--- src/hdl/rv_isa_pkg.sv ---
// rv64i integer subset encodings, alu operations and instruction field layout
package rv_isa_pkg;

    parameter int XLEN       = 64;
    parameter int REG_ADDR_W = 5;
    parameter int INST_W     = 32;

    // major opcodes kept by the core
    typedef enum logic [6:0] {
        OPC_OP     = 7'b0110011,
        OPC_OP_IMM = 7'b0010011,
        OPC_LUI    = 7'b0110111
    } opcode_e;

    // funct3 per alu group
    parameter logic [2:0] F3_ADD_SUB = 3'b000;
    parameter logic [2:0] F3_SLL     = 3'b001;
    parameter logic [2:0] F3_SLT     = 3'b010;
    parameter logic [2:0] F3_SLTU    = 3'b011;
    parameter logic [2:0] F3_XOR     = 3'b100;
    parameter logic [2:0] F3_SRL_SRA = 3'b101;
    parameter logic [2:0] F3_OR      = 3'b110;
    parameter logic [2:0] F3_AND     = 3'b111;

    parameter logic [6:0] FUNCT7_ALT = 7'b0100000; // sub / sra

    typedef enum logic [3:0] {
        ALU_ADD,
        ALU_SUB,
        ALU_SLL,
        ALU_SLT,
        ALU_SLTU,
        ALU_XOR,
        ALU_SRL,
        ALU_SRA,
        ALU_OR,
        ALU_AND,
        ALU_PASS_B  // lui
    } alu_op_e;

    // instruction field positions
    parameter int OPC_LSB = 0;
    parameter int RD_LSB  = 7;
    parameter int F3_LSB  = 12;
    parameter int RS1_LSB = 15;
    parameter int RS2_LSB = 20;
    parameter int F7_LSB  = 25;

    parameter logic [INST_W-1:0] NOP_INST = 32'h0000_0013; // addi x0,x0,0

endpackage

--- src/hdl/pipe_pkg.sv ---
// stage payloads and the retire record of the integer core
package pipe_pkg;

    // fetch -> decode
    typedef struct packed {
        logic [rv_isa_pkg::XLEN-1:0]   pc;
        logic [rv_isa_pkg::INST_W-1:0] inst;
    } fetch_t;

    // decode -> execute, operands already forwarded
    typedef struct packed {
        logic [rv_isa_pkg::XLEN-1:0]       pc;
        rv_isa_pkg::alu_op_e               alu_op;
        logic [rv_isa_pkg::XLEN-1:0]       op_a;
        logic [rv_isa_pkg::XLEN-1:0]       op_b;
        logic [rv_isa_pkg::REG_ADDR_W-1:0] rd;
        logic                              reg_we;
        logic                              illegal;
    } id_ex_t;

    // execute -> writeback
    typedef struct packed {
        logic [rv_isa_pkg::XLEN-1:0]       pc;
        logic [rv_isa_pkg::REG_ADDR_W-1:0] rd;
        logic [rv_isa_pkg::XLEN-1:0]       result;
        logic                              reg_we;
        logic                              illegal;
    } ex_wb_t;

    // retire record
    typedef struct packed {
        logic                              valid;
        logic [rv_isa_pkg::XLEN-1:0]       pc;
        logic [rv_isa_pkg::REG_ADDR_W-1:0] rd;
        logic [rv_isa_pkg::XLEN-1:0]       wdata;
        logic                              illegal;
    } commit_t;

endpackage

--- src/hdl/alu_unit.sv ---
// 64-bit integer alu of the execute stage
`timescale 1ns/1ps

module alu_unit (
    input  pipe_pkg::id_ex_t id_ex_i,
    output pipe_pkg::ex_wb_t ex_wb_o
);

    logic [rv_isa_pkg::XLEN-1:0] a;
    logic [rv_isa_pkg::XLEN-1:0] b;
    logic [5:0]                  shamt;
    logic [rv_isa_pkg::XLEN-1:0] result;

    assign a     = id_ex_i.op_a;
    assign b     = id_ex_i.op_b;
    assign shamt = b[5:0];

    always_comb begin
        case (id_ex_i.alu_op)
            rv_isa_pkg::ALU_ADD:    result = a + b;
            rv_isa_pkg::ALU_SUB:    result = a - b;
            rv_isa_pkg::ALU_SLL:    result = a << shamt;
            rv_isa_pkg::ALU_SLT:    result = {63'b0, $signed(a) < $signed(b)};
            rv_isa_pkg::ALU_SLTU:   result = {63'b0, a < b};
            rv_isa_pkg::ALU_XOR:    result = a ^ b;
            rv_isa_pkg::ALU_SRL:    result = a >> shamt;
            rv_isa_pkg::ALU_SRA:    result = $unsigned($signed(a) >>> shamt);
            rv_isa_pkg::ALU_OR:     result = a | b;
            rv_isa_pkg::ALU_AND:    result = a & b;
            rv_isa_pkg::ALU_PASS_B: result = b; // lui immediate
            default:                result = '0;
        endcase
    end

    assign ex_wb_o.pc      = id_ex_i.pc;
    assign ex_wb_o.rd      = id_ex_i.rd;
    assign ex_wb_o.result  = result;
    assign ex_wb_o.reg_we  = id_ex_i.reg_we;
    assign ex_wb_o.illegal = id_ex_i.illegal;

endmodule

--- config.mk ---
export PLATFORM = sky130hd
export DESIGN_NAME = alu_unit
export DESIGN_NICKNAME = d
export VERILOG_FILES = /design/src/hdl/rv_isa_pkg.sv /design/src/hdl/pipe_pkg.sv /design/src/hdl/alu_unit.sv
export SDC_FILE = /design/constraint.sdc
export NUM_CORES = 1
export LEC_CHECK = 0
export ABC_CLOCK_PERIOD_IN_PS = 5700
export BUFFER_PORTS_ARGS = -buffer_cell sky130_fd_sc_hd__buf_4
export CAP_MARGIN = 10
export CELL_PAD_IN_SITES_DETAIL_PLACEMENT = 1
export CELL_PAD_IN_SITES_GLOBAL_PLACEMENT = 2
export CORE_MARGIN = 2
export CORE_UTILIZATION = 30
export DETAILED_ROUTE_END_ITERATION = 8
export MAX_ROUTING_LAYER = met4
export PLACE_DENSITY_LB_ADDON = 0.1
export SLEW_MARGIN = 5
export SYNTH_ARGS = -nofsm -noshare
export SYNTH_HDL_FRONTEND = slang
export SYNTH_SLANG_ARGS = --single-unit
--- constraint.sdc ---
create_clock -name vclk -period 5.7
set_clock_uncertainty 0.2 [all_clocks]
set_input_delay 0.855 -clock vclk [all_inputs]
set_output_delay 0.855 -clock vclk [all_outputs]
set_load 0.03 [all_outputs]
Word-level counts from Yosys, hierarchy flattened
Cells that the tools add are included. W data, S select, Z words.

Bits in registers: 0. Output and inout bits: 135. Word-level logic and storage cells: 22.

$add $sub $neg: 2. Magnitude comparators: 2. Eq/ne operators: 10. Shifts and indexed selects: 3. Muxes and demuxes: 1. Bitwise logic cells: 3. Reductions and logical operators: 1.

Operators by type and width (number): $pmux W64 S11 (1); $lt A64 B64 Y1 (2); $add A64 B64 Y64 (1); $and A64 B64 Y64 (1); $or A64 B64 Y64 (1); $shl A64 B6 Y64 (1); $shr A64 B6 Y64 (1); $sshr A64 B6 Y64 (1); $sub A64 B64 Y64 (1); $xor A64 B64 Y64 (1); $eq A4 B3 Y1 const B (4); $eq A4 B4 Y1 const B (3); $eq A4 B2 Y1 const B (2); $eq A4 B1 Y1 const B (1); $logic_not A4 Y1 (1).

Logic depth before layout (Yosys ltp)
Gate-level depths: netlist (run 1).

Word-level depth: 2. Mapped depth: 18.

Worst setup path after synthesis (run 1)
No wires, ideal clock.

Path kind: input-to-output. Start point: in id_ex_i[11] in the netlist's numbering. End point: out ex_wb_o[53] in the netlist's numbering. Data arrival time: 5660 ps. Data required time: 4645 ps. Setup slack: -1015 ps. Stages on the path: 17. Cell sequence: clkbuf_1 inv_1 clkbuf_1 clkbuf_1 clkbuf_1 buf_1 ha_1 buf_4 nor2b_1 or2_1 or4b_4 a311oi_4 nand3_2 a31oi_1 a211o_1 nand2_1 o311ai_0.

RTL lines: start, declared (RTL line alu_unit.sv:5) `input pipe_pkg::id_ex_t id_ex_i,`; end, declared (RTL line alu_unit.sv:6) `output pipe_pkg::ex_wb_t ex_wb_o`.

==> results.yml, run 1 <==
run_status:
  status: "finished clean"
place:
  gp_congestion: 1.05
  dp_slack_ns: -0.153
  place_hpwl_mm: 127
  port_buffers: 196
routing:
  drc: 0
  post_drt_wl_per_cell_um: 36.3
  firstDrtPassIters: 5
  drtIter0Drc: 3827
  num_vias: 29400
  detail-route-antenna-nets: 0
  routed_wl_mm: 158
  vias_per_cell: 6.74
synthesis:
  synthTopCellsByArea: "mux4_2 (15%), ha_1 (12%), nor2_1 (8.2%)"
  synth_top_area_share_pct: 14.6
  seq_area_frac_synth_pct: 0
  synth_warnings: 0
  synth.avg_cell_area_um2: 6.82
  syn_inst: 3090
  synthDistinctLibCells: 99
  synth_largest_area_cell: "mux4_2"
  synth_nets: 3491
  netlist_area_um2: 21100
timing:
  post-route-period-util_pct: 99.2
  grt_setup_unrepaired: "yes"
  layout_setup_ws_ns: 0.0441
  setup_viol: 0
  final_max_slew_viol_count: 0
  min_period_ns: 5.66
  setup_tns_ns: 0
  fin_hold_ws_ns: 1.51
  fmax_mhz: 177
  tightestPinTransition_ns: 1.00
  relSlewSlack_pct: 32.4
  hold_viol: 0
worst_hold_path:
  hold_class: "in -> out"
  min-delay-start: "id_ex_i[181]"
worst_setup_path:
  path_delay_family: "compound AO/OA/AOI/OAI gates"
  path_buf_inv: 7
  critPathLaunch: "id_ex_i[11]"
  critPathArrivalTime_ns: 4.60
  endpoint_kind: "output port"
  crit_path_top_delay_cell: "o21bai_1"
  start_kind: "primary input"
  crit_required_ns: 4.64
  critical-path-max-stage-delay_ns: 0.46
  crit_fanout: 7
  cp_common_cell: "buf_4"
  path_class: "in -> out"
  path_cells: "buf_4 -> inv_4 -> ha_4 -> nor2b_1 -> o21bai_1 -> a31oi_4 -> o211ai_1 -> buf_4 -> o211ai_1 -> buf_4 -> a21oi_1 -> a31oi_2 -> buf_4 -> buf_4 -> a211o_1 -> and2_1 -> o311ai_2 -> buf_4"
die:
  start_util_pct: 30.2
  rows: 97
  dieArea_um2: 72300
  ios: 338
  die_h_um: 269
  coreArea_um2: 69800
  dieWidth_um: 269
final_layout:
  n_sequential_cell: 0
  nFillCells: 8804
  drive_above_1_share_pct: 25.8
  layout_commonest_cell: "buf_4"
  area_growth_pct: 23.6
  nets: 3811
  clockBufferCount: 0
  ff_latch_area_um2: 0
  layout_common_cells: "buf_4 (617), nor2_1 (459), a21oi_1 (282), nand2_1 (220), o21ai_0 (209)"
  multi_input_area_um2: 19000
clock_tree:
  cts_hold_buf: 0
grt:
  grt_overflow: 0
  grt_pass1_vias: 28800
  antenna_found_initial: 12
  grt_usage_pct: 43.5
  grt_pass1_wl_mm: 220
  grt_max_degree: 131
flow_run:
  drv_cap: 0
Yosys cell counts (all sizes together) (61+ instances only):
cell / n
a21oi: 287
ha: 196
buf: 155
nor3: 65
mux2i: 82
o211ai: 61
nand2: 222
nor2: 460
inv: 196
mux4: 137
clkbuf: 167
o21ai: 220
metrics by stage:
stage	std cells	utilization [%]	instance area, um2
2_1_floorplan	3090	-	21300
3_3_place_gp	4343	36.9	25800
3_5_place_dp	4343	36.9	25800
4_1_cts	4344	37.0	25800
5_1_grt	4355	37.3	26000
6_report	4356	37.3	26000
logic make-up after synthesis:
logic type / after synthesis / share of synthesized area [%]
AND/OR/NAND/NOR: 1014 / 21.6
multiplexers: 231 / 19.2
XOR/XNOR: 13 / 0.541
AO/OA/AOI/OAI: 1114 / 35.7
adder cells (fa/ha/maj): 198 / 11.8
buffers and inverters: 520 / 11.2
layer usage:
metal / global-route usage, % / wire (um) / part of all wire [%]
met2: 62.3 / 66100 / 42
met1: 59.9 / 68200 / 43
met3: 8.96 / 16700 / 11
met5: - / 0 / 0
met4: 15.5 / 6920 / 4.4
worst paths after layout:
check / endpoint / slack, ns / cells after the start
worst min-delay path: ex_wb_o[113] / 1.51 / 0
worst max-delay path: ex_wb_o[58] / 0.04 / 18
final cells by class:
class,instances,area share (%)
Antenna cell,8,0.0769
Inverter,198,2.90
Multi-Input combinational cell,2570,72.9
Tap cell,940,4.52
Timing Repair Buffer,640,19.6
repair_timing:
action / CTS / global route
pin swaps: 1 / 5
gates resized for setup: 5 / 26
endpoints found under the setup margin: 12 / 28
gates cloned: 0 / 2
buffers inserted: 1 / 2
==> run 2: changes to the inputs <==
- CORE_MARGIN: 2 -> not set
- RECOVER_POWER: not set -> 25
==> results.yml, run 2 (synthesis gave the netlist of run 1 again) <==
run_status:
  status: "complete, but fails checks"
  violations: "setup timing"
timing:
  fin_hold_ws_ns: 1.51
  hold_viol: 0
  fmax_mhz: 175
  final_max_slew_viol_count: 0
  relSlewSlack_pct: 28.2
  grt_setup_unrepaired: "yes"
  tightestPinTransition_ns: 1.08
  post-route-period-util_pct: 100
  setup_viol: 2
  layout_setup_ws_ns: -0.0255
  min_period_ns: 5.73
final_layout:
  fin_cells: 4399
  n_sequential_cell: 0
  nFillCells: 8717
  layout_common_cells: "buf_4 (671), nor2_1 (459), a21oi_1 (280), nand2_1 (220), o21ai_0 (207)"
  fin_area_um2: 26400
  area_growth_pct: 25.3
  ff_latch_area_um2: 0
  multi_input_area_um2: 19000
  clockBufferCount: 0
  drive_above_1_share_pct: 27.0
  layout_commonest_cell: "buf_4"
  nets: 3863
worst_setup_path:
  critical-path-max-stage-delay_ns: 0.52
  crit_path_top_delay_cell: "a21oi_1"
  path_cells: "clkbuf_8 -> buf_4 -> buf_16 -> clkinv_1 -> buf_4 -> mux4_2 -> mux4_2 -> nor2_1 -> a21oi_1 -> o21ai_0 -> o41ai_2 -> buf_4 -> o2111ai_1 -> a2111oi_0 -> a21oi_1 -> buf_4"
  cp_common_cell: "buf_4"
  start_kind: "primary input"
  endpoint_kind: "output port"
  path_class: "in -> out"
  crit_required_ns: 4.64
  critPathArrivalTime_ns: 4.67
  crit_fanout: 37
grt:
  grt_usage_pct: 44.4
  grt_pass1_vias: 29000
  grt_pass1_wl_mm: 220
  grt_max_degree: 125
  antenna_found_initial: 10
  grt_overflow: 0
place:
  port_buffers: 196
  place_hpwl_mm: 130
  placed_area_um2: 26200
  gp_congestion: 1.11
  dp_slack_ns: -0.265
  dp_cells: 4390
die:
  ios: 338
  start_util_pct: 30.5
  rows: 96
  coreArea_um2: 69100
  dieArea_um2: 71300
  dieWidth_um: 267
  die_h_um: 267
worst_hold_path:
  hold_path_end: "ex_wb_o[118]"
  min-delay-start: "id_ex_i[186]"
  hold_class: "in -> out"
  whs_path_depth: 0
routing:
  vias_per_cell: 6.76
  drtIter0Drc: 4276
  post_drt_wl_per_cell_um: 36.1
  routed_wl_mm: 159
  drc: 0
  num_vias: 29700
  detail-route-antenna-nets: 0
  firstDrtPassIters: 5
flow_run:
  drv_cap: 0
clock_tree:
  cts_hold_buf: 0
==> run 2: through the flow <==
step	utilization, %	setup TNS, ns
floorplan	-	-0.0114
global placement	37.9	-1.73
detailed placement	37.9	-1.51
CTS	37.9	0
global route	38.2	-0.0788
finish	38.2	-0.0296
==> run 2: worst max-delay path, delay by kind of cell <==
kind	cells	cell delay, ns
AOI/OAI and AO/OA	6	1.70
buffers and inverters	7	1.27
muxes	2	0.76
and+or+nand+nor	1	0.05
==> run 2: final cells by class <==
| type | count | share of cell area (%) |
|---|---|---|
| Timing Repair Buffer | 692 | 20.7 |
| Multi-Input combinational cell | 2570 | 72.0 |
| Inverter | 198 | 2.86 |
| Tap cell | 931 | 4.42 |
| Antenna cell | 8 | 0.0759 |
==> run 2: how the worst max path moves through the flow <==
stage                  endpoint         from  cells after the start
floorplan           ex_wb_o[65]  id_ex_i[10]                     18
global placement    ex_wb_o[52]   id_ex_i[7]                     18
detailed placement  ex_wb_o[48]   id_ex_i[7]                     17
CTS                 ex_wb_o[61]  id_ex_i[13]                     16
global route        ex_wb_o[58]   id_ex_i[7]                     20
finish              ex_wb_o[56]   id_ex_i[7]                     16
==> run 2: metal layers <==
metal	global-route usage (%)	share of wire (%)
met5	-	0
met3	9.17	11
met1	61.5	43
met2	62.8	41
met4	15.8	4.5
==> run 2: what timing repair did <==
action | CTS | global route
endpoints found under the hold margin | 0 | 0
pin swaps | 1 | 6
gates cloned | 0 | 1
setup endpoints to repair | 14 | 24
setup buffers | 0 | 0
gates resized for setup | 8 | 34
