**src/hdl/rv_isa_pkg.sv**
```systemverilog
// rv64i integer subset encodings, alu operations and instruction field layout
package rv_isa_pkg;

    parameter int XLEN       = 64;
    parameter int REG_ADDR_W = 5;
    parameter int INST_W     = 32;

    // major opcodes kept by the core
    typedef enum logic [6:0] {
        OPC_OP     = 7'b0110011,
        OPC_OP_IMM = 7'b0010011,
        OPC_LUI    = 7'b0110111
    } opcode_e;

    // funct3 per alu group
    parameter logic [2:0] F3_ADD_SUB = 3'b000;
    parameter logic [2:0] F3_SLL     = 3'b001;
    parameter logic [2:0] F3_SLT     = 3'b010;
    parameter logic [2:0] F3_SLTU    = 3'b011;
    parameter logic [2:0] F3_XOR     = 3'b100;
    parameter logic [2:0] F3_SRL_SRA = 3'b101;
    parameter logic [2:0] F3_OR      = 3'b110;
    parameter logic [2:0] F3_AND     = 3'b111;

    parameter logic [6:0] FUNCT7_ALT = 7'b0100000; // sub / sra

    typedef enum logic [3:0] {
        ALU_ADD,
        ALU_SUB,
        ALU_SLL,
        ALU_SLT,
        ALU_SLTU,
        ALU_XOR,
        ALU_SRL,
        ALU_SRA,
        ALU_OR,
        ALU_AND,
        ALU_PASS_B  // lui
    } alu_op_e;

    // instruction field positions
    parameter int OPC_LSB = 0;
    parameter int RD_LSB  = 7;
    parameter int F3_LSB  = 12;
    parameter int RS1_LSB = 15;
    parameter int RS2_LSB = 20;
    parameter int F7_LSB  = 25;

    parameter logic [INST_W-1:0] NOP_INST = 32'h0000_0013; // addi x0,x0,0

endpackage

```
**src/hdl/pipe_pkg.sv**
```systemverilog
// stage payloads and the retire record of the integer core
package pipe_pkg;

    // fetch -> decode
    typedef struct packed {
        logic [rv_isa_pkg::XLEN-1:0]   pc;
        logic [rv_isa_pkg::INST_W-1:0] inst;
    } fetch_t;

    // decode -> execute, operands already forwarded
    typedef struct packed {
        logic [rv_isa_pkg::XLEN-1:0]       pc;
        rv_isa_pkg::alu_op_e               alu_op;
        logic [rv_isa_pkg::XLEN-1:0]       op_a;
        logic [rv_isa_pkg::XLEN-1:0]       op_b;
        logic [rv_isa_pkg::REG_ADDR_W-1:0] rd;
        logic                              reg_we;
        logic                              illegal;
    } id_ex_t;

    // execute -> writeback
    typedef struct packed {
        logic [rv_isa_pkg::XLEN-1:0]       pc;
        logic [rv_isa_pkg::REG_ADDR_W-1:0] rd;
        logic [rv_isa_pkg::XLEN-1:0]       result;
        logic                              reg_we;
        logic                              illegal;
    } ex_wb_t;

    // retire record
    typedef struct packed {
        logic                              valid;
        logic [rv_isa_pkg::XLEN-1:0]       pc;
        logic [rv_isa_pkg::REG_ADDR_W-1:0] rd;
        logic [rv_isa_pkg::XLEN-1:0]       wdata;
        logic                              illegal;
    } commit_t;

endpackage

```
**src/hdl/fetch_unit.sv**
```systemverilog
// program counter and four-phase req/ack instruction fetch sequencer
`timescale 1ns/1ps

module fetch_unit #(
    parameter logic [rv_isa_pkg::XLEN-1:0] RESET_PC = 64'h0000_0000_8000_0000
) (
    input  logic                          clk,
    input  logic                          reset_i,
    output logic                          imem_req_o,
    output logic [rv_isa_pkg::XLEN-1:0]   imem_addr_o,
    input  logic                          imem_ack_i,
    input  logic [rv_isa_pkg::INST_W-1:0] imem_rdata_i,
    output logic                          fetch_valid_o,
    output pipe_pkg::fetch_t              fetch_o
);

    typedef enum logic [1:0] {
        S_REQ,  // launch a request
        S_ACK,  // req high, waiting for ack
        S_REL   // req low, waiting for ack to drop
    } phase_e;

    phase_e                      state;
    logic [rv_isa_pkg::XLEN-1:0] pc;
    logic                        capture;

    assign capture     = (state == S_ACK) && imem_ack_i;
    assign imem_req_o  = (state == S_ACK);
    assign imem_addr_o = pc; // only moves on capture, req is low then

    always_ff @(posedge clk) begin
        if (reset_i) begin
            state         <= S_REQ;
            pc            <= RESET_PC;
            fetch_valid_o <= 1'b0;
            fetch_o       <= '{pc: RESET_PC, inst: rv_isa_pkg::NOP_INST};
        end else begin
            fetch_valid_o <= capture; // one-cycle pulse
            case (state)
                S_REQ: state <= S_ACK;
                S_ACK: begin
                    if (imem_ack_i) begin
                        fetch_o.pc   <= pc;
                        fetch_o.inst <= imem_rdata_i;
                        pc           <= pc + rv_isa_pkg::XLEN'(4);
                        state        <= S_REL;
                    end
                end
                S_REL: begin
                    if (!imem_ack_i) begin
                        state <= S_ACK; // ack released, next word
                    end
                end
                default: state <= S_REQ;
            endcase
        end
    end

endmodule

```
**config.mk**
```make
export PLATFORM = sky130hd
export DESIGN_NAME = fetch_unit
export DESIGN_NICKNAME = d
export VERILOG_FILES = /design/src/hdl/rv_isa_pkg.sv /design/src/hdl/pipe_pkg.sv /design/src/hdl/fetch_unit.sv
export SDC_FILE = /design/constraint.sdc
export NUM_CORES = 1
export LEC_CHECK = 0
export BUFFER_PORTS_ARGS = -buffer_cell sky130_fd_sc_hd__buf_2
export CAP_MARGIN = 10
export CORE_UTILIZATION = 35
export CTS_BUF_LIST = sky130_fd_sc_hd__clkbuf_16
export CTS_CLUSTER_DIAMETER = 80
export DETAILED_ROUTE_END_ITERATION = 10
export GPL_ROUTABILITY_DRIVEN = 0
export HOLD_SLACK_MARGIN = 0.08
export PLACE_DENSITY = 0.61
export SYNTH_ARGS = -nofsm -noshare
export SYNTH_HDL_FRONTEND = slang
export SYNTH_SLANG_ARGS = --single-unit
```
**constraint.sdc**
```tcl
create_clock -name clk -period 2.25 [get_ports clk]
set_clock_uncertainty 0.1 [all_clocks]
set_input_delay 0.675 -clock clk [delete_from_list [all_inputs] [get_ports clk]]
set_output_delay 0.675 -clock clk [all_outputs]
set_load 0.02 [all_outputs]
```
Word level (Yosys, flattened, before mapping)
Cells that the tools add are included.
- add/sub/neg operators: 1
- multipliers: 0
- divide/modulo/power cells: 0
- order comparisons: 0
- eq/ne operators: 4
- shift operators: 0
- multiplexer cells: 3
- bitwise operators: 0
- reductions and logical operators: 4
- operators by type and width (cell ; count):
    $add 64x3->64 const B ; 1
    $pmux 2 s3 ; 1
    $mux 2 ; 2
    $reduce_and 2->1 ; 2
    $eq 2x1->1 const B ; 1
    $eq 2x2->1 const B ; 1
    $logic_not 2->1 ; 1
    $ne 2x1->1 const B ; 1
    $ne 2x2->1 const B ; 1
    $logic_and 1x1->1 ; 1
- register bits: 163
- bits in latches: 0
- memory bits (writable): 0
- ROM bits: 0
- bits of input ports: 35
- logic and storage cells: 17
- memories kept: 0

Logic depth before layout (Yosys ltp)
Gate-level depths: netlist of the first run.
- word-level depth: 3
- depth in mapped cells: 8

Least setup slack after synthesis of the first run
Ideal clock, no wire load.
- path kind: register to register
- from: register pc (netlist bit imem_addr_o[2])
- to: register pc (netlist bit imem_addr_o[42])
- arrival time: 2.183 ns
- data required time: 2.029 ns
- setup slack: -0.154 ns
- cell stages (with the launch flop): 7
- path buffers: 0
- period minus slack after synthesis: 2.404 ns
- cells stage by stage: dfxtp_1 ha_1 nand4b_4 or4_4 nor4_4 nand3_2 mux2_4
- longest elaborated chain between the ends: 1
- RTL lines (element ; RTL line ; source):
    start, declared ; fetch_unit.sv:24 ; logic [rv_isa_pkg::XLEN-1:0] pc;
    start signal, assigned ; fetch_unit.sv:45 ; pc <= pc + rv_isa_pkg::XLEN'(4);
    $add 64x3->64 ; fetch_unit.sv:45 ;
No other way between the ends.
A chain may end at the register's enable or synchronous reset.

Final worst setup path of the first run
- from: register state[0]
- to: output imem_req_o
- longest elaborated chain between the ends: 1
- RTL lines (element ; RTL line ; source):
    start, declared ; fetch_unit.sv:23 ; phase_e state;
    start signal, assigned ; fetch_unit.sv:33 ; state <= S_REQ;
    start signal, assigned ; fetch_unit.sv:40 ; S_REQ: state <= S_ACK;
    start signal, assigned ; fetch_unit.sv:46 ; state <= S_REL;
    $eq 2x1->1 ; fetch_unit.sv:28 ; assign imem_req_o = (state == S_ACK);
    end, declared ; fetch_unit.sv:9 ; output logic imem_req_o,
No other way between the ends.

==> impl_results.md, run 1 <==
- Drt total wl: 18200 um
- Mapped Area: 6430 um2
- Leakage: 3.80 nW
- Reg-to-reg endpoint: imem_addr_o[42]
- Synth-to-layout area growth: 38.4%
- Worst skew pair latency: 0.42 ns
- CP bufs+invs: 1
- Worst EP required: 1.47 ns
- Io pins: 197
- Antenna-violating nets left: 0
- Synthesis Warnings: 0
- Initial antenna violation count: 0
- Die height: 138 um
- Most common cell in the netlist: nand2_1
- Antenna Cells: 0
- Final WS setup: 0.128 ns
- DRT iter0 DRCs: 303
- Synth top cells by count: 202 x nand2_1, 159 x dfxtp_1, 109 x a21oi_1, 52 x nor2_1, 41 x clkbuf_1
- Top post-synthesis cells by area: dfxtp_1 50%, nand2_1 12%, a21oi_1 8.5%, nand4_1 3.7%, xor2_1 3.5%
- HPWL after detailed placement: 13000 um
- Crit-path max cell delay: 0.42 ns
- Grt total ovfl: 0
- PwrDens: 728 nW/um2
- Status: completed
- Maximum vdd drop: 0.000521 V
- Period minus WS final: 2.12 ns
- Hold/Removal Path Class: reg -> reg
- CP top delay family: flip-flops
- Worst setup path endpoint: imem_req_o
- CP Capture Type: output port
- Peak Freq: 0.471 GHz
- Post-placement setup slack: -0.148 ns
- Vias per cell: 4.90
- Worst R2R Start: imem_addr_o[32]
- # setup viols final: 0
- Root buffer cell: clkbuf_16
- Cts bufs inserted: 17
- Final nets: 1081
- Largest net degree at the start of global routing: 60
- First-pass GRT wire length: 28500 um
- CP max-delay cell: dfxtp_2
- Area leader, netlist: dfxtp_1
- Maxcap violations: 0
- Remaining DRCs: 0
- CTS tree: done
- Sequential area share after synthesis: 49.5%
- Vias in the first global route: 5523
- Htree depth: 4
- Core area: 18000 um2
- RSZ-0062 raised after global routing: no
- Max clock buf depth: 2
- Worst-Margin Slew: 0.620 ns
- Design Power: 6.48 mW
- Yosys top cell area share: 49.5%
- Total GRT Usage: 19.4%
- R2r setup slk: 0.15 ns
- Input/output buffers: 192
- Drt pass-1 iters: 5
- Synth Flop Type: dfxtp_1
- Vias: 6310
- Crit path depth: 2
- Share of post-route cells with drive strength above 1: 32.3%
- # fillers: 1771
- Worst R2R Path Depth: 5
- Row count: 49
- Die X-Extent: 138 um
- Starting density of the core: 35.8%
- Final slew viol count: 0
- Final period util: 94.3%
- Cells along the critical path: nor2b_1 > buf_2
- Crit-path max FO: 7
- Fraction of synthesis flops using an asynchronous set or reset pin: 0%
- Drt wl/cell: 14.2 um
- Synth cell types: 44
- TritonCTS Sinks: 159
- Startpoint Class: flip-flop
- Crit path kind: reg -> out
- Die footprint: 18900 um2
- Worst Path Arrival: 1.35 ns
- Post-synth EDFFs: 0
- Yosys reg bits: 159
- Post-synthesis cell count: 790
- Syn Area/Cell: 8.14 um2
- Rel. slew slack: 58.6%
- Final hold vios: 0
- Clock-pin slew on the worst setup and hold paths: 0.06 ns
- Critical Path Start: state[0]
[logic make-up (layout without fill, tap and decap cells)]
family / count (synthesis) / after routing / synth area share, %
muxes: 3 / 3 / 0.584
other: 1 / 4 / 0.0583
and+or+nand+nor: 397 / 397 / 30.1
AOI/OAI and AO/OA: 128 / 128 / 10.1
xor gates and xnor gates: 40 / 40 / 5.45
DFF: 159 / 159 / 49.5
buffers and inverters: 60 / 325 / 3.81
adders and majority gates: 2 / 2 / 0.350
[layout by cell type, fill, tap and decap left out, types with 4 or more instances in the layout]
cell       count
nor4_4         4
nor4_1         9
nor3_1        13
and3_1         4
dfxtp_1      151
buf_2        191
conb_1         4
or3_1         20
o21ai_0       16
xnor2_1       14
buf_4         89
nand2_1      202
inv_1         12
a21oi_1      109
nand3_1       23
clkbuf_16     17
nor2_1        52
nand3b_1       5
nor2b_1        4
dfxtp_2        8
nand4_1       38
bufinv_16      6
xor2_1        26
[power by group]
part | internal (mW) | switching, mW | leakage, nW
logic | 0.103 | 0.223 | 2.19
registers | 2.85 | 0.0207 | 1.29
clock network | 2.08 | 1.20 | 0.323
[worst register-to-register path, cell delays in order, from the launching register on]
cell and delay [ns]:
dfxtp_1 0.44, nand3_1 0.18, or4_1 0.55, nor4_4 0.32
nand3_2 0.11, mux2_4 0.30
[registers in the layout, summed over array words and instances, names as in the netlist]
register       count
imem_addr_o       62
fetch_o           94
fetch_valid_o      1
state              2
[through the flow]
stage | hold WS, ns | TNS [ns] | utilization (%) | instance area (um2) | cells
2_1_floorplan | 0.417 | 0 | - | 6450 | 793
3_3_place_gp | 0.338 | -0.461 | 45.6 | 8200 | 1254
3_5_place_dp | 0.343 | -1.09 | 45.6 | 8200 | 1254
4_1_cts | 0.341 | 0 | 49.3 | 8860 | 1286
5_1_grt | 0.355 | 0 | 49.5 | 8900 | 1287
6_report | 0.348 | 0 | 49.5 | 8900 | 1287
[how the worst min path moves through the flow]
stage	slack [ns]	start	endpoint	cells past startpoint
2_1_floorplan	0.42	imem_addr_o[3]	imem_addr_o[3]	2
3_3_place_gp	0.34	fetch_o[53]	fetch_o[53]	2
3_5_place_dp	0.34	fetch_o[9]	fetch_o[9]	2
4_1_cts	0.34	imem_rdata_i[1]	fetch_o[1]	3
5_1_grt	0.35	imem_rdata_i[1]	fetch_o[1]	3
6_report	0.35	fetch_o[57]	fetch_o[57]	2
[final cells by class]
cell class                 instances  area (um2)  share of cell area (%)
tap                              229         287                    3.22
multi-input combinational        574        3050                    34.3
timing repair buffer             282        1660                    18.7
sequential                       159        3190                    35.9
inverter                          11        41.3                   0.464
clock inverter                    15         239                    2.69
clock buffer                      17         425                    4.78
[repair_timing]
action,in CTS,in global routing
endpoints found under the setup margin,0,6
setup buffers,0,1
hold buffers,0,0
resized for setup,0,7
[routing by layer]
metal	global-route usage [%]	part of all wire, %	vias up
li1	-	-	3186
met1	26.7	47	2950
met2	30.1	47	165
met3	4.64	5.1	9
met4	4.95	0.71	0
met5	0	0	-
(Power assumes the default switching activity.)
==> run 2, diff against run 1 <==
--- a/config.mk
+++ b/config.mk
@@ -7,6 +7,7 @@
 export LEC_CHECK = 0
 export BUFFER_PORTS_ARGS = -buffer_cell sky130_fd_sc_hd__buf_2
 export CAP_MARGIN = 10
+export CORE_ASPECT_RATIO = 1.2
 export CORE_UTILIZATION = 35
 export CTS_BUF_LIST = sky130_fd_sc_hd__clkbuf_16
 export CTS_CLUSTER_DIAMETER = 80
==> impl_results.md, run 2 (synthesized netlist as in run 1, its figures left out) <==
- Worst Path Arrival: 2.38 ns (+1.03 ns)
- Antenna-violating nets left: 0 (unchanged)
- Core area: 17800 um2 (-1.1%)
- Max clock buf depth: 2 (unchanged)
- # fillers: 1767 (-0.23%)
- Crit-path max FO: 4 (-3)
- Reg-to-reg endpoint: imem_addr_o[42]
- Drt wl/cell: 14.5 um (+2.2%)
- Final slew viol count: 0 (unchanged)
- Hold buffers post-CTS: 0 (unchanged)
- Largest net degree at the start of global routing: 60 (unchanged)
- Worst skew pair latency: 0.43 ns (about the same)
- Final hold vios: 0 (unchanged)
- Worst R2R Start: imem_addr_o[2]
- Total GRT Usage: 19.8% (+0.43 points)
- Number of flip-flops under the largest register name: 94 (unchanged)
- Starting density of the core: 36.2% (+0.39 points)
- RSZ-0062 raised after global routing: no
- # setup viols final: 0 (unchanged)
- Post-route cell area: 8830 um2 (-0.83%)
- CTS tree: done
- Period minus WS final: 2.16 ns (+0.0411 ns)
- HPWL after detailed placement: 13300 um (+3.0%)
- Synth-to-layout area growth: 37.3%
- Maxcap violations: 0 (unchanged)
- DRT iter0 DRCs: 257 (-15%)
- Cts bufs inserted: 17 (unchanged)
- Vias: 6335 (+0.40%)
- Share of post-route cells with drive strength above 1: 31.8% (-0.53 points)
- Drt pass-1 iters: 5 (unchanged)
- Grt total ovfl: 0 (unchanged)
- Drt total wl: 18500 um (+1.6%)
- Vias per cell: 4.95 (+0.95%)
- Design Power: 6.08 mW (-6.2%)
- Die footprint: 18900 um2 (about the same)
- Biggest register: fetch_o
- Fin util: 49.7% (+0.12 points)
- R2r setup slk: 0.09 ns (-0.06 ns)
- Non-filler cells, final: 1280 (-0.54%)
- Initial antenna violation count: 0 (unchanged)
- Status: completed
- Antenna Cells: 0 (unchanged)
- First-pass GRT wire length: 29700 um (+4.1%)
- Final nets: 1083 (+0.19%)
- Worst R2R Path Depth: 6 (+1)
- TritonCTS Sinks: 159 (unchanged)
- Vias in the first global route: 5829 (+5.5%)
- PwrDens: 689 nW/um2 (-5.4%)
- Critical Path Start: imem_addr_o[2]
- Dpl cells: 1247 (-0.56%)
- Clock-pin slew on the worst setup and hold paths: 0.06 ns (about the same)
- CP Capture Type: flip-flop
- Crit path kind: reg -> reg
- Remaining DRCs: 0 (unchanged)
- Most common cell after layout, fill and taps aside: nand2_1
- Startpoint Class: flip-flop
- Row count: 53 (+8.2%)
- Peak Freq: 0.462 GHz (-1.9%)
- Worst EP required: 2.46 ns (+0.99 ns)
- Io pins: 197 (unchanged)
- Die X-Extent: 126 um (-8.6%)
- Worst setup path endpoint: imem_addr_o[42]
- Root buffer cell: clkbuf_16
- Hold/Removal Path Class: reg -> reg
- Placed Area: 8240 um2 (+0.50%)
- Input/output buffers: 192 (unchanged)
- Leakage: 3.76 nW (-1.1%)
- Final hold slack: 0.349 ns (+0.00177 ns)
- Htree depth: 4 (unchanged)
- Die height: 150 um (+9.4%)
- Maximum vdd drop: 0.000468 V (-10%)
- Final period util: 96.1% (+1.8 points)
- Most frequent cells in the layout: 202 x nand2_1, 191 x buf_2, 152 x dfxtp_1
[run 2: cell types whose count changed in the layout (fill, tap and decap cells not counted), sizes merged]
| cell | change |
|---|---|
| clkinvlp | +1 |
| bufinv | -3 |
| inv | -1 |
| clkinv | +3 |
| buf | +2 |
[run 2: critical path, stage by stage, from the launching register on]
cell and delay [ns]:
dfxtp_2 0.33, ha_1 0.23, nand4b_4 0.14, or4_4 0.59, nor4_4 0.23, nand3_2 0.12, mux2_4 0.30
[run 2: layout make-up]
cell class / count / area (um2) / area share, %
Inverter: 11 / 41.3 / 0.468
Sequential cell: 159 / 3190 / 36.2
Clock buffer: 17 / 425 / 4.82
Timing Repair Buffer: 284 / 1720 / 19.5
Tap cell: 220 / 275 / 3.12
Clock inverter: 15 / 155 / 1.76
Multi-Input combinational cell: 574 / 3020 / 34.2
[run 2: routing by layer]
metal | GRT usage [%] | vias to the layer above | wire length (um)
met4 | 6.33 | 0 | 293
met3 | 4.55 | 26 | 904
met5 | 0 | - | 0
met1 | 24.0 | 2948 | 7920
met2 | 34.8 | 163 | 9410
li1 | - | 3198 | -
[run 2: worst min path at each step]
stage                endpoint       startpoint  depth (start not counted)
3_3_place_gp      fetch_o[47]      fetch_o[47]                          2
2_1_floorplan  imem_addr_o[3]   imem_addr_o[3]                          2
6_report          fetch_o[94]      fetch_o[94]                          2
3_5_place_dp      fetch_o[13]      fetch_o[13]                          2
4_1_cts            fetch_o[4]  imem_rdata_i[4]                          3
5_1_grt            fetch_o[4]  imem_rdata_i[4]                          3
[run 2: power breakdown]
part	total [mW]	internal, mW	switching, mW
Sequential	2.87	2.85	0.0203
Combinational	0.337	0.111	0.226
Clock	2.87	1.72	1.15
[run 2: through the flow]
step / setup TNS [ns] / worst slack (ns)
4_1_cts: 0 / 0.0482
3_3_place_gp: -0.467 / -0.119
5_1_grt: 0 / 0.00476
6_report: 0 / 0.0870
3_5_place_dp: -0.729 / -0.145
2_1_floorplan: 0 / 0.00312
[run 2: what timing repair did]
item                       in CTS  in global routing
setup buffers                   0                  1
resized for setup               0                  1
setup endpoints to repair       0                  7
